[src/include/mpWrite_defs.svh]
// Write-request port widths
// Sizes of the line address, fill data, beat number and client number shared
// by the sequencers, the arbiter, the tracker and the checker

`ifndef MPWRITE_DEFS_SVH
`define MPWRITE_DEFS_SVH

// Line address width, counted in cache lines
`define MP_ADDR_W 16

// Fill word and beat data width
`define MP_DATA_W 32

// Beat number within a packet, wide enough for four lines
`define MP_CLNUM_W 2

// Number of write clients merged onto the output channel
`define MP_NUM_CLIENTS 2

// Client number carried with each output beat
`define MP_CLIENT_W ($clog2(`MP_NUM_CLIENTS))

// Width of the completed-packet counter
`define MP_PKTCNT_W 16

`endif

[src/source/mpWritePkg.sv]
// Write-request port types
// Line-length encoding, beat number and the state enums of the sequencer
// and arbiter FSMs

`default_nettype none

`include "mpWrite_defs.svh"

package mpWritePkg;

    // Beat number within a multi-line packet
    typedef logic [`MP_CLNUM_W-1:0] tClNum;

    // Packet length code
    // The code is the number of the last beat, so a beat counter compares
    // directly against it and the code also works as an alignment mask
    typedef enum logic [1:0]
    {
        eClLen1 = 2'd0,
        eClLen2 = 2'd1,
        eClLen4 = 2'd3
    } tClLen;

    // Line-fill sequencer FSM
    typedef enum logic
    {
        eSeqIdle,
        eSeqSend
    } tSeqState;

    // Arbiter FSM
    // In eArbLocked only the client that started the current packet is
    // served, so the beats of two packets never interleave
    typedef enum logic
    {
        eArbOpen,
        eArbLocked
    } tArbState;

endpackage

`default_nettype wire

[src/source/lineFillSequencer.sv]
// Line-fill sequencer
// Expands one write command (start line, length code, fill word) into a
// packet of one beat per cache line. Beat zero carries the start-of-packet
// flag and each beat carries the fill word plus its beat number

`timescale 1ns/1ps
`default_nettype none

`include "mpWrite_defs.svh"

module lineFillSequencer
(
    input  logic                    clk,
    input  logic                    reset,

    // Command port, cmdValid is a one-cycle strobe taken while cmdReady is high
    input  logic                    cmdValid,
    input  logic [`MP_ADDR_W-1:0]   cmdAddr,
    input  mpWritePkg::tClLen       cmdLen,
    input  logic [`MP_DATA_W-1:0]   cmdData,
    output logic                    cmdReady,

    // Beat offered to the arbiter, held until beatTake
    output logic                    beatValid,
    output logic [`MP_ADDR_W-1:0]   beatAddr,
    output mpWritePkg::tClLen       beatLen,
    output logic                    beatSop,
    output logic [`MP_DATA_W-1:0]   beatData,
    input  logic                    beatTake
);

    mpWritePkg::tSeqState           seqState;
    mpWritePkg::tClNum              beatNum;

    // Latched command
    logic [`MP_ADDR_W-1:0]          addrReg;
    mpWritePkg::tClLen              lenReg;
    logic [`MP_DATA_W-1:0]          dataReg;

    logic                           lastBeat;

    // The beat counter reaches the length code on the final beat
    assign lastBeat = (beatNum == mpWritePkg::tClNum'(lenReg));

    always_ff @(posedge clk)
    begin
        if (reset)
        begin
            seqState <= mpWritePkg::eSeqIdle;
            beatNum  <= '0;
        end
        else
        begin
            case (seqState)
                mpWritePkg::eSeqIdle:
                begin
                    if (cmdValid)
                    begin
                        seqState <= mpWritePkg::eSeqSend;
                        beatNum  <= '0;
                    end
                end

                mpWritePkg::eSeqSend:
                begin
                    // Advance only when the arbiter has taken the current beat
                    if (beatTake)
                    begin
                        if (lastBeat)
                        begin
                            seqState <= mpWritePkg::eSeqIdle;
                            beatNum  <= '0;
                        end
                        else
                        begin
                            beatNum <= beatNum + mpWritePkg::tClNum'(1);
                        end
                    end
                end

                default:
                begin
                    seqState <= mpWritePkg::eSeqIdle;
                end
            endcase
        end
    end

    // Command payload is captured on acceptance and held for the whole packet
    always_ff @(posedge clk)
    begin
        if ((seqState == mpWritePkg::eSeqIdle) && cmdValid)
        begin
            addrReg <= cmdAddr;
            lenReg  <= cmdLen;
            dataReg <= cmdData;
        end
    end

    assign cmdReady  = (seqState == mpWritePkg::eSeqIdle);
    assign beatValid = (seqState == mpWritePkg::eSeqSend);

    // The start address is passed on as given, even when it is not aligned
    // to the packet length
    assign beatAddr = addrReg + `MP_ADDR_W'(beatNum);
    assign beatLen  = lenReg;
    assign beatSop  = (beatNum == '0);
    assign beatData = dataReg + `MP_DATA_W'(beatNum);

endmodule

`default_nettype wire

[src/source/multiWriteTop.sv]
// Multi-client write-request subsystem
// Two line-fill sequencers feed a packet-locked arbiter. The merged output
// channel is followed by the beat tracker and the request checker

`timescale 1ns/1ps
`default_nettype none

`include "mpWrite_defs.svh"

module multiWriteTop
(
    input  logic                    clk,
    input  logic                    reset,

    // Client 0 command port
    input  logic                    cmdValid0,
    input  logic [`MP_ADDR_W-1:0]   cmdAddr0,
    input  mpWritePkg::tClLen       cmdLen0,
    input  logic [`MP_DATA_W-1:0]   cmdData0,
    output logic                    cmdReady0,

    // Client 1 command port
    input  logic                    cmdValid1,
    input  logic [`MP_ADDR_W-1:0]   cmdAddr1,
    input  mpWritePkg::tClLen       cmdLen1,
    input  logic [`MP_DATA_W-1:0]   cmdData1,
    output logic                    cmdReady1,

    input  logic                    almostFull,

    // Output write channel
    output logic                    txValid,
    output logic [`MP_ADDR_W-1:0]   txAddr,
    output mpWritePkg::tClLen       txLen,
    output logic                    txSop,
    output logic [`MP_DATA_W-1:0]   txData,
    output logic [`MP_CLIENT_W-1:0] txClient,

    // Checker results
    output logic                    alignError,
    output logic [`MP_PKTCNT_W-1:0] packetCount
);

    // Sequencer to arbiter beats
    logic                           beatValid0;
    logic [`MP_ADDR_W-1:0]          beatAddr0;
    mpWritePkg::tClLen              beatLen0;
    logic                           beatSop0;
    logic [`MP_DATA_W-1:0]          beatData0;
    logic                           beatTake0;

    logic                           beatValid1;
    logic [`MP_ADDR_W-1:0]          beatAddr1;
    mpWritePkg::tClLen              beatLen1;
    logic                           beatSop1;
    logic [`MP_DATA_W-1:0]          beatData1;
    logic                           beatTake1;

    // Tracker phase shared by the arbiter and the checker
    logic                           packetActive;
    mpWritePkg::tClNum              nextBeatNum;

    lineFillSequencer u_seq0
    (
        .clk       (clk),
        .reset     (reset),
        .cmdValid  (cmdValid0),
        .cmdAddr   (cmdAddr0),
        .cmdLen    (cmdLen0),
        .cmdData   (cmdData0),
        .cmdReady  (cmdReady0),
        .beatValid (beatValid0),
        .beatAddr  (beatAddr0),
        .beatLen   (beatLen0),
        .beatSop   (beatSop0),
        .beatData  (beatData0),
        .beatTake  (beatTake0)
    );

    lineFillSequencer u_seq1
    (
        .clk       (clk),
        .reset     (reset),
        .cmdValid  (cmdValid1),
        .cmdAddr   (cmdAddr1),
        .cmdLen    (cmdLen1),
        .cmdData   (cmdData1),
        .cmdReady  (cmdReady1),
        .beatValid (beatValid1),
        .beatAddr  (beatAddr1),
        .beatLen   (beatLen1),
        .beatSop   (beatSop1),
        .beatData  (beatData1),
        .beatTake  (beatTake1)
    );

    writeArbiter u_arb
    (
        .clk          (clk),
        .reset        (reset),
        .beatValid0   (beatValid0),
        .beatAddr0    (beatAddr0),
        .beatLen0     (beatLen0),
        .beatSop0     (beatSop0),
        .beatData0    (beatData0),
        .beatTake0    (beatTake0),
        .beatValid1   (beatValid1),
        .beatAddr1    (beatAddr1),
        .beatLen1     (beatLen1),
        .beatSop1     (beatSop1),
        .beatData1    (beatData1),
        .beatTake1    (beatTake1),
        .almostFull   (almostFull),
        .packetActive (packetActive),
        .txValid      (txValid),
        .txAddr       (txAddr),
        .txLen        (txLen),
        .txSop        (txSop),
        .txData       (txData),
        .txClient     (txClient)
    );

    multiWriteTracker u_track
    (
        .clk          (clk),
        .reset        (reset),
        .txValid      (txValid),
        .txSop        (txSop),
        .txLen        (txLen),
        .packetActive (packetActive),
        .nextBeatNum  (nextBeatNum)
    );

    writeRequestChecker u_check
    (
        .clk         (clk),
        .reset       (reset),
        .txValid     (txValid),
        .txAddr      (txAddr),
        .txLen       (txLen),
        .nextBeatNum (nextBeatNum),
        .alignError  (alignError),
        .packetCount (packetCount)
    );

endmodule

`default_nettype wire

[src/source/multiWriteTracker.sv]
// Multi-line write beat tracker
// Follows the beats on the merged write channel and reports the number of
// the next expected beat and whether a packet is in progress

`timescale 1ns/1ps
`default_nettype none

`include "mpWrite_defs.svh"

module multiWriteTracker
(
    input  logic                    clk,
    input  logic                    reset,

    // Output channel being watched
    input  logic                    txValid,
    // Start-of-packet flag of the watched beat
    input  logic                    txSop,
    input  mpWritePkg::tClLen       txLen,

    // High between the first and the last beat of a multi-line packet
    output logic                    packetActive,
    // Beat number expected on the next valid beat
    output mpWritePkg::tClNum       nextBeatNum
);

    always_ff @(posedge clk)
    begin
        if (reset)
        begin
            nextBeatNum  <= '0;
            packetActive <= 1'b0;
        end
        else if (txValid)
        begin
            // The length code is the number of the last beat
            if (nextBeatNum == mpWritePkg::tClNum'(txLen))
            begin
                // Last beat of the packet
                nextBeatNum  <= '0;
                packetActive <= 1'b0;
            end
            else
            begin
                nextBeatNum  <= nextBeatNum + mpWritePkg::tClNum'(1);
                packetActive <= 1'b1;
            end
        end
    end

endmodule

`default_nettype wire

[src/source/writeArbiter.sv]
// Write-channel arbiter
// Merges two line-fill sequencers onto one registered output channel.
// Clients are served round-robin, and a multi-line packet holds the grant
// until the beat tracker shows that its last beat has gone out

`timescale 1ns/1ps
`default_nettype none

`include "mpWrite_defs.svh"

module writeArbiter
(
    input  logic                    clk,
    input  logic                    reset,

    // Client 0 beat
    input  logic                    beatValid0,
    input  logic [`MP_ADDR_W-1:0]   beatAddr0,
    input  mpWritePkg::tClLen       beatLen0,
    input  logic                    beatSop0,
    input  logic [`MP_DATA_W-1:0]   beatData0,
    output logic                    beatTake0,

    // Client 1 beat
    input  logic                    beatValid1,
    input  logic [`MP_ADDR_W-1:0]   beatAddr1,
    input  mpWritePkg::tClLen       beatLen1,
    input  logic                    beatSop1,
    input  logic [`MP_DATA_W-1:0]   beatData1,
    output logic                    beatTake1,

    // Back-pressure from the output side
    input  logic                    almostFull,
    // Packet phase from the beat tracker
    input  logic                    packetActive,

    // Registered output channel
    output logic                    txValid,
    output logic [`MP_ADDR_W-1:0]   txAddr,
    output mpWritePkg::tClLen       txLen,
    output logic                    txSop,
    output logic [`MP_DATA_W-1:0]   txData,
    output logic [`MP_CLIENT_W-1:0] txClient
);

    mpWritePkg::tArbState           arbState;

    // Client of the most recent grant, which is also the locked client
    logic [`MP_CLIENT_W-1:0]        lastGrant;
    logic                           activeDly;

    logic                           activeFall;
    logic                           locked;
    logic [`MP_CLIENT_W-1:0]        grant;
    logic                           grantOne;
    logic                           grantValid;
    logic                           grantSop;
    mpWritePkg::tClLen              grantLen;
    logic                           take;

    always_comb
    begin
        // The tracker drops packetActive on the edge after the last beat
        // leaves, so a falling level marks the end of the locked packet
        activeFall = activeDly && !packetActive;
        locked     = (arbState == mpWritePkg::eArbLocked) && !activeFall;

        if (locked)
        begin
            grant = lastGrant;
        end
        else if (beatValid1 && ((lastGrant == '0) || !beatValid0))
        begin
            // Client 1 wins when client 0 had the last turn or is idle
            grant = (`MP_CLIENT_W)'(1);
        end
        else
        begin
            grant = '0;
        end

        grantOne   = (grant != '0);
        grantValid = grantOne ? beatValid1 : beatValid0;
        grantSop   = grantOne ? beatSop1 : beatSop0;
        grantLen   = grantOne ? beatLen1 : beatLen0;
        take       = grantValid && !almostFull;
    end

    assign beatTake0 = take && !grantOne;
    assign beatTake1 = take && grantOne;

    always_ff @(posedge clk)
    begin
        if (reset)
        begin
            arbState  <= mpWritePkg::eArbOpen;
            lastGrant <= (`MP_CLIENT_W)'(1);
            activeDly <= 1'b0;
            txValid   <= 1'b0;
        end
        else
        begin
            activeDly <= packetActive;
            txValid   <= take;

            if (take)
            begin
                lastGrant <= grant;
            end

            // A first beat of two or four lines locks onto its client
            if (take && grantSop && (grantLen != mpWritePkg::eClLen1))
            begin
                arbState <= mpWritePkg::eArbLocked;
            end
            else if (activeFall)
            begin
                arbState <= mpWritePkg::eArbOpen;
            end
        end
    end

    // Output payload follows the granted beat
    always_ff @(posedge clk)
    begin
        if (take)
        begin
            txAddr   <= grantOne ? beatAddr1 : beatAddr0;
            txLen    <= grantLen;
            txSop    <= grantSop;
            txData   <= grantOne ? beatData1 : beatData0;
            txClient <= grant;
        end
    end

endmodule

`default_nettype wire

[src/source/writeRequestChecker.sv]
// Write-request checker
// Watches the output channel, flags a packet whose start line is not
// aligned to its length and counts packets whose last beat has passed

`timescale 1ns/1ps
`default_nettype none

`include "mpWrite_defs.svh"

module writeRequestChecker
(
    input  logic                    clk,
    input  logic                    reset,

    // Output channel being watched
    input  logic                    txValid,
    input  logic [`MP_ADDR_W-1:0]   txAddr,
    input  mpWritePkg::tClLen       txLen,

    // Beat phase from the tracker
    input  mpWritePkg::tClNum       nextBeatNum,

    // Sticky until reset
    output logic                    alignError,
    output logic [`MP_PKTCNT_W-1:0] packetCount
);

    mpWritePkg::tClNum              lenMask;
    mpWritePkg::tClNum              addrMismatch;
    logic                           lastBeat;

    // On an aligned packet the low address bits equal the beat number for
    // every bit covered by the length code
    assign lenMask      = mpWritePkg::tClNum'(txLen);
    assign addrMismatch = (txAddr[`MP_CLNUM_W-1:0] ^ nextBeatNum) & lenMask;
    assign lastBeat     = (nextBeatNum == lenMask);

    always_ff @(posedge clk)
    begin
        if (reset)
        begin
            alignError  <= 1'b0;
            packetCount <= '0;
        end
        else if (txValid)
        begin
            if (addrMismatch != '0)
            begin
                alignError <= 1'b1;
            end

            if (lastBeat)
            begin
                packetCount <= packetCount + `MP_PKTCNT_W'(1);
            end
        end
    end

endmodule

`default_nettype wire

[config.mk]
export PLATFORM = sky130hd
export DESIGN_NAME = multiWriteTop
export DESIGN_NICKNAME = d
export VERILOG_FILES = /design/src/source/mpWritePkg.sv /design/src/source/lineFillSequencer.sv /design/src/source/multiWriteTop.sv /design/src/source/multiWriteTracker.sv /design/src/source/writeArbiter.sv /design/src/source/writeRequestChecker.sv
export VERILOG_INCLUDE_DIRS = /design/src /design/src/include
export SDC_FILE = /design/constraint.sdc
export NUM_CORES = 1
export LEC_CHECK = 0
export ABC_AREA = 0
export BUFFER_PORTS_ARGS = -buffer_cell sky130_fd_sc_hd__buf_2
export CAP_MARGIN = 20
export CORE_MARGIN = 2
export CORE_UTILIZATION = 45
export DETAILED_ROUTE_END_ITERATION = 16
export HOLD_SLACK_MARGIN = 0.08
export PLACE_DENSITY = 0.7
export SLEW_MARGIN = 10
export SYNTH_ARGS = -nofsm -noshare
export SYNTH_HDL_FRONTEND = slang
export SYNTH_HIERARCHICAL = 1
export SYNTH_SLANG_ARGS = --single-unit
[constraint.sdc]
create_clock -name clk -period 5.25 [get_ports clk]
set_input_delay 0.7875 -clock clk [delete_from_list [all_inputs] [get_ports clk]]
set_output_delay 0.7875 -clock clk [all_outputs]
set_load 0.02 [all_outputs]
* Word level (Yosys, flattened, before mapping)
Cells that the tools add are included.
** Operators by class
- Add/sub/neg operators :: 8
- Equal/unequal tests :: 7
- Multiplexer cells :: 27
- Bitwise gates (word level) :: 5
- Reduce and logical (&&, ||, !) cells :: 25
** Operator list (number)
- adder 32 x 2 -> 32 bit :: 2
- adder 16 x 2 -> 16 bit :: 2
- two-way mux 32 bit :: 1
- adder 16 x 1 -> 16 bit (second input constant) :: 1
- two-way mux 16 bit :: 1
- two-way mux 2 bit :: 8
- two-way mux 1 bit :: 13
- logical AND 1 bit :: 10
- inequality test 2 bit (second input constant) :: 4
- one-hot mux 2 bit (2 select lines) :: 2
- AND reduction 2 bit :: 4
- adder 2 x 1 -> 2 bit (second input constant) :: 3
- equality test 2 bit :: 3
- nonzero test 2 bit :: 3
- logical NOT 1 bit :: 5
- logical NOT 2 bit :: 2
- one-hot mux 1 bit (2 select lines) :: 2
- NOT 1 bit :: 3
- bitwise AND 2 bit :: 1
- bitwise XOR 2 bit :: 1
- logical OR 1 bit :: 1
** Word-level totals
- Bits in registers :: 182
- Input port bits :: 105

* Longest topological paths before layout
- Depth after elaboration :: 10
- Depth in mapped cells :: 10
- Mapped depth without buffers :: 9

* Cells and area by module
The synthesis kept the hierarchy.
** By module, submodules not included
- lineFillSequencer (u_seq0) :: times used 1, cells an instance 213, area each 2652.5 um2
- lineFillSequencer (u_seq1) :: times used 1, cells an instance 210, area each 2623.8 um2
- writeArbiter :: times used 1, cells an instance 132, area each 2396.0 um2
- writeRequestChecker :: times used 1, cells an instance 96, area each 847.1 um2
- multiWriteTracker :: times used 1, cells an instance 18, area each 161.4 um2

* Least setup slack after synthesis
Ideal clock, no wire load.
- Kind :: input port to flip-flop
- From :: input port cmdValid1
- To :: register u_seq1.beatNum[0]
- Data arrival time :: 3451 ps
- Data required time :: 5131 ps
- Path slack :: 1681 ps
- Stages on the path :: 4
- Cells stage by stage :: nor2b_1 > a21oi_1 > a22oi_1 > nor2_1
** On the way
- Cells in the longest elaborated chain, start to end :: 2
** Ends and longest elaborated chain
- start, declared :: line multiWriteTop.sv:23 : input logic cmdValid1,
- inequality test 2 bit (no source line)
- AND reduction 2 bit (no source line)
- end signal, assigned :: line lineFillSequencer.sv:76 : beatNum <= beatNum + mpWritePkg::tClNum'(1);
- end, declared :: line lineFillSequencer.sv:33 : mpWritePkg::tClNum beatNum;
Every way passes these cells.
A chain may end at the register's enable or synchronous reset.

* Worst setup path after layout
- From :: register u_seq1.beatNum[0]
- To :: register u_arb.txData[14] (data pin)
** On the way
- Cells in the longest elaborated chain, start to end :: 2
** Ends and longest elaborated chain
- adder 32 x 2 -> 32 bit :: line lineFillSequencer.sv:108 : assign beatData = dataReg + `MP_DATA_W'(beatNum);
- net beatData1[14] :: line multiWriteTop.sv:56 : logic [`MP_DATA_W-1:0] beatData1;
- two-way mux 32 bit :: line writeArbiter.sv:131 : txData <= grantOne ? beatData1 : beatData0;
- end signal, assigned :: line writeArbiter.sv:131
- end, declared :: line writeArbiter.sv:42 : output logic [`MP_DATA_W-1:0] txData,
The timed path passes the listed nets, and every way through them passes these cells.

==> results.json <==
{
  "nets": 973,
  "cts.sinks": 182,
  "cp-start-kind": "flop",
  "cts_setup_buffers": 0,
  "synthCells": 669,
  "grt_pass1_vias": 5498,
  "wire_per_inst_um": 16.6,
  "status": "finished, final reports clean",
  "rsz0062_at_grt": "no",
  "grt_max_degree": 52,
  "tightest_slew_ps": 914,
  "synth_fp_nets": 789,
  "hpwl_mm": 13.5,
  "antenna_found_initial": 5,
  "dp.cells": 1094,
  "antenna_left": 0,
  "synth-warning-count": 6,
  "overflow": 0,
  "fin_crit_ps": 3040,
  "die_width_um": 143,
  "final_common_cell": "buf_2",
  "tns_ps": 0,
  "vias_per_cell": 5.16,
  "drt_iter0_markers": 363,
  "clockRootBuffer": "clkbuf_16",
  "boundaryPins": 177,
  "fin_hold_ws_ps": 468,
  "first_pass_iters": 5,
  "ir_drop_v": 0.000222,
  "crit_path_end_kind": "flop",
  "ys_async_sr_fraction": 0,
  "critical_path_class": "reg2reg",
  "fin_cells": 1131,
  "cap_violations": 0,
  "worstPathArrival_ps": 3220,
  "drive_gt1_frac": 0.320,
  "fp.dieArea_um2": 20400,
  "cts_buffers": 17,
  "place_congestion": 0.814,
  "p_leak_nw": 3.93,
  "cts_tree": "done",
  "synth_edf_count": 152,
  "die_h_um": 143,
  "maxSlewViolCount": 0,
  "worstPathRequired_ps": 5430,
  "synth_top_area_share": 0.526,
  "start_util": 0.461,
  "area_growth_pct": 19.6,
  "mostFrequentLayoutCells": "buf_2 (176), edfxtp_1 (152), xnor2_1 (53), mux2_2 (51), xor2_1 (49)",
  "cts.repair.resized": 0,
  "synth_area_leaders": "edfxtp_1 (53%), dfxtp_1 (6.9%), mux2_2 (6.6%), xnor2_1 (5.3%), xor2_1 (4.9%)",
  "wirelength_mm": 18.7,
  "crit_path_max_fanout": 9,
  "min_path_type": "reg2reg",
  "synth_cell_type_count": 60,
  "grt_usage": 0.187,
  "avgSynthCellArea_um2": 13.0,
  "clk_latency_ps": 430,
  "cellPowerDensity_nw_per_um2": 319,
  "yosysTopAreaCell": "edfxtp_1",
  "fin_skew_ps": 6.37,
  "clk_path_buf_depth": 2,
  "hold_viol_final": 0,
  "relSlewSlack": 0.390,
  "final_area_um2": 10400,
  "seq_area_frac_synth": 0.595,
  "fp.coreArea_um2": 18800,
  "grt_pass1_wl_mm": 28.8,
  "num_rows": 50,
  "setup_viol": 0,
  "netlist_area_um2": 8680,
  "num_vias": 5838,
  "fin_util": 0.551,
  "fin_crit_sh": 0.578,
  "fmax_mhz": 329,
  "ys_ff_latch": 182,
  "synthFlopType": "edfxtp_1",
  "port_buffers": 176,
  "holdBufCountCts": 0,
  "path_clk_slew_ps": 70,
  "htree_levels": 4,
  "place_area_um2": 9820,
  "drcViolationCount": 0
}
-- routing by layer --
| metal | track usage | up-vias | wire length (um) |
|---|---|---|---|
| met5 | 0 | - | 13 |
| met4 | 0.0657 | 2 | 309 |
| met3 | 0.0436 | 28 | 1120 |
| met2 | 0.287 | 181 | 8710 |
| met1 | 0.261 | 2780 | 8590 |
| li1 | - | 2847 | - |
-- Yosys cell counts (all sizes together) (2+ instances only) --
library cell    n
edfxtp        152
xnor2          53
mux2           51
xor2           49
nand2          40
inv            39
nor2           35
dfxtp          30
nand4          29
nor3           27
a21oi          21
nand3          21
buf            13
ha             11
and3            9
or4             9
and4            8
o31ai           8
nor4            7
o21ai           7
a21o            4
fa              4
nor2b           4
or3             4
mux2i           3
nand2b          3
nor3b           3
nor4b           3
a22oi           2
and4b           2
o22ai           2
-- worst paths after layout --
check	startpoint	slack, ps	end	depth (start not counted)
worst max-delay path	u_seq1/beatNum[0]	2210	u_arb/txData[14]	8
worst min-delay path	u_check/alignError	470	u_check/alignError	2
worst max register to register	u_seq1/beatNum[0]	2210	u_arb/txData[14]	8
worst min register to register	u_check/alignError	470	u_check/alignError	2
-- where the power goes --
| part | total (mW) | internal [mW] | switching [mW] |
|---|---|---|---|
| Combinational | 0.354 | 0.155 | 0.199 |
| Sequential | 1.74 | 1.68 | 0.0639 |
| Clock | 1.22 | 0.659 | 0.558 |
-- through the flow --
stage	setup slack (ps)	power (mW)
floorplan	1680	2.00
global placement	2310	2.13
detailed placement	2240	2.13
CTS	2220	3.34
global route	1970	3.44
finish	2210	3.31
-- flip-flops by register name (all words and copies together) (netlist names), 16 cells and up --
signal / flops
u_arb/txAddr: 16
u_check/packetCount: 16
u_seq0/addrReg: 16
u_seq1/addrReg: 16
u_arb/txData: 32
u_seq0/dataReg: 32
u_seq1/dataReg: 32
-- cell families (layout without fill, tap and decap cells) --
kind of cell    Yosys count  count (layout)  synth area share
compound gates           52              52            0.0395
xor+xnor                102             102             0.103
fa+ha+maj                15              15            0.0251
buf+inv                  54             251            0.0301
flops                   182             182             0.595
mux                      54              54            0.0711
other cells               0               5                 0
simple gates            210             210             0.136
-- area by class of cell --
| type | instances | area [um^2] |
|---|---|---|
| antenna | 5 | 12.5 |
| clock buffer | 18 | 429 |
| clock inverter | 14 | 126 |
| fill | 1571 | 8450 |
| inverter | 39 | 146 |
| multi-input combinational | 433 | 3270 |
| sequential | 182 | 5160 |
| tap | 260 | 325 |
| timing repair buffer | 180 | 911 |
-- critical path: stages, from the launching register on --
cell and delay (ps):
dfxtp_1 440, ha_1 210, inv_1 50, fa_1 430, and4b_1 310, nand4_1 450, or3_1 500, xnor2_1 140
mux2_2 250
(Power assumes the default switching activity.)
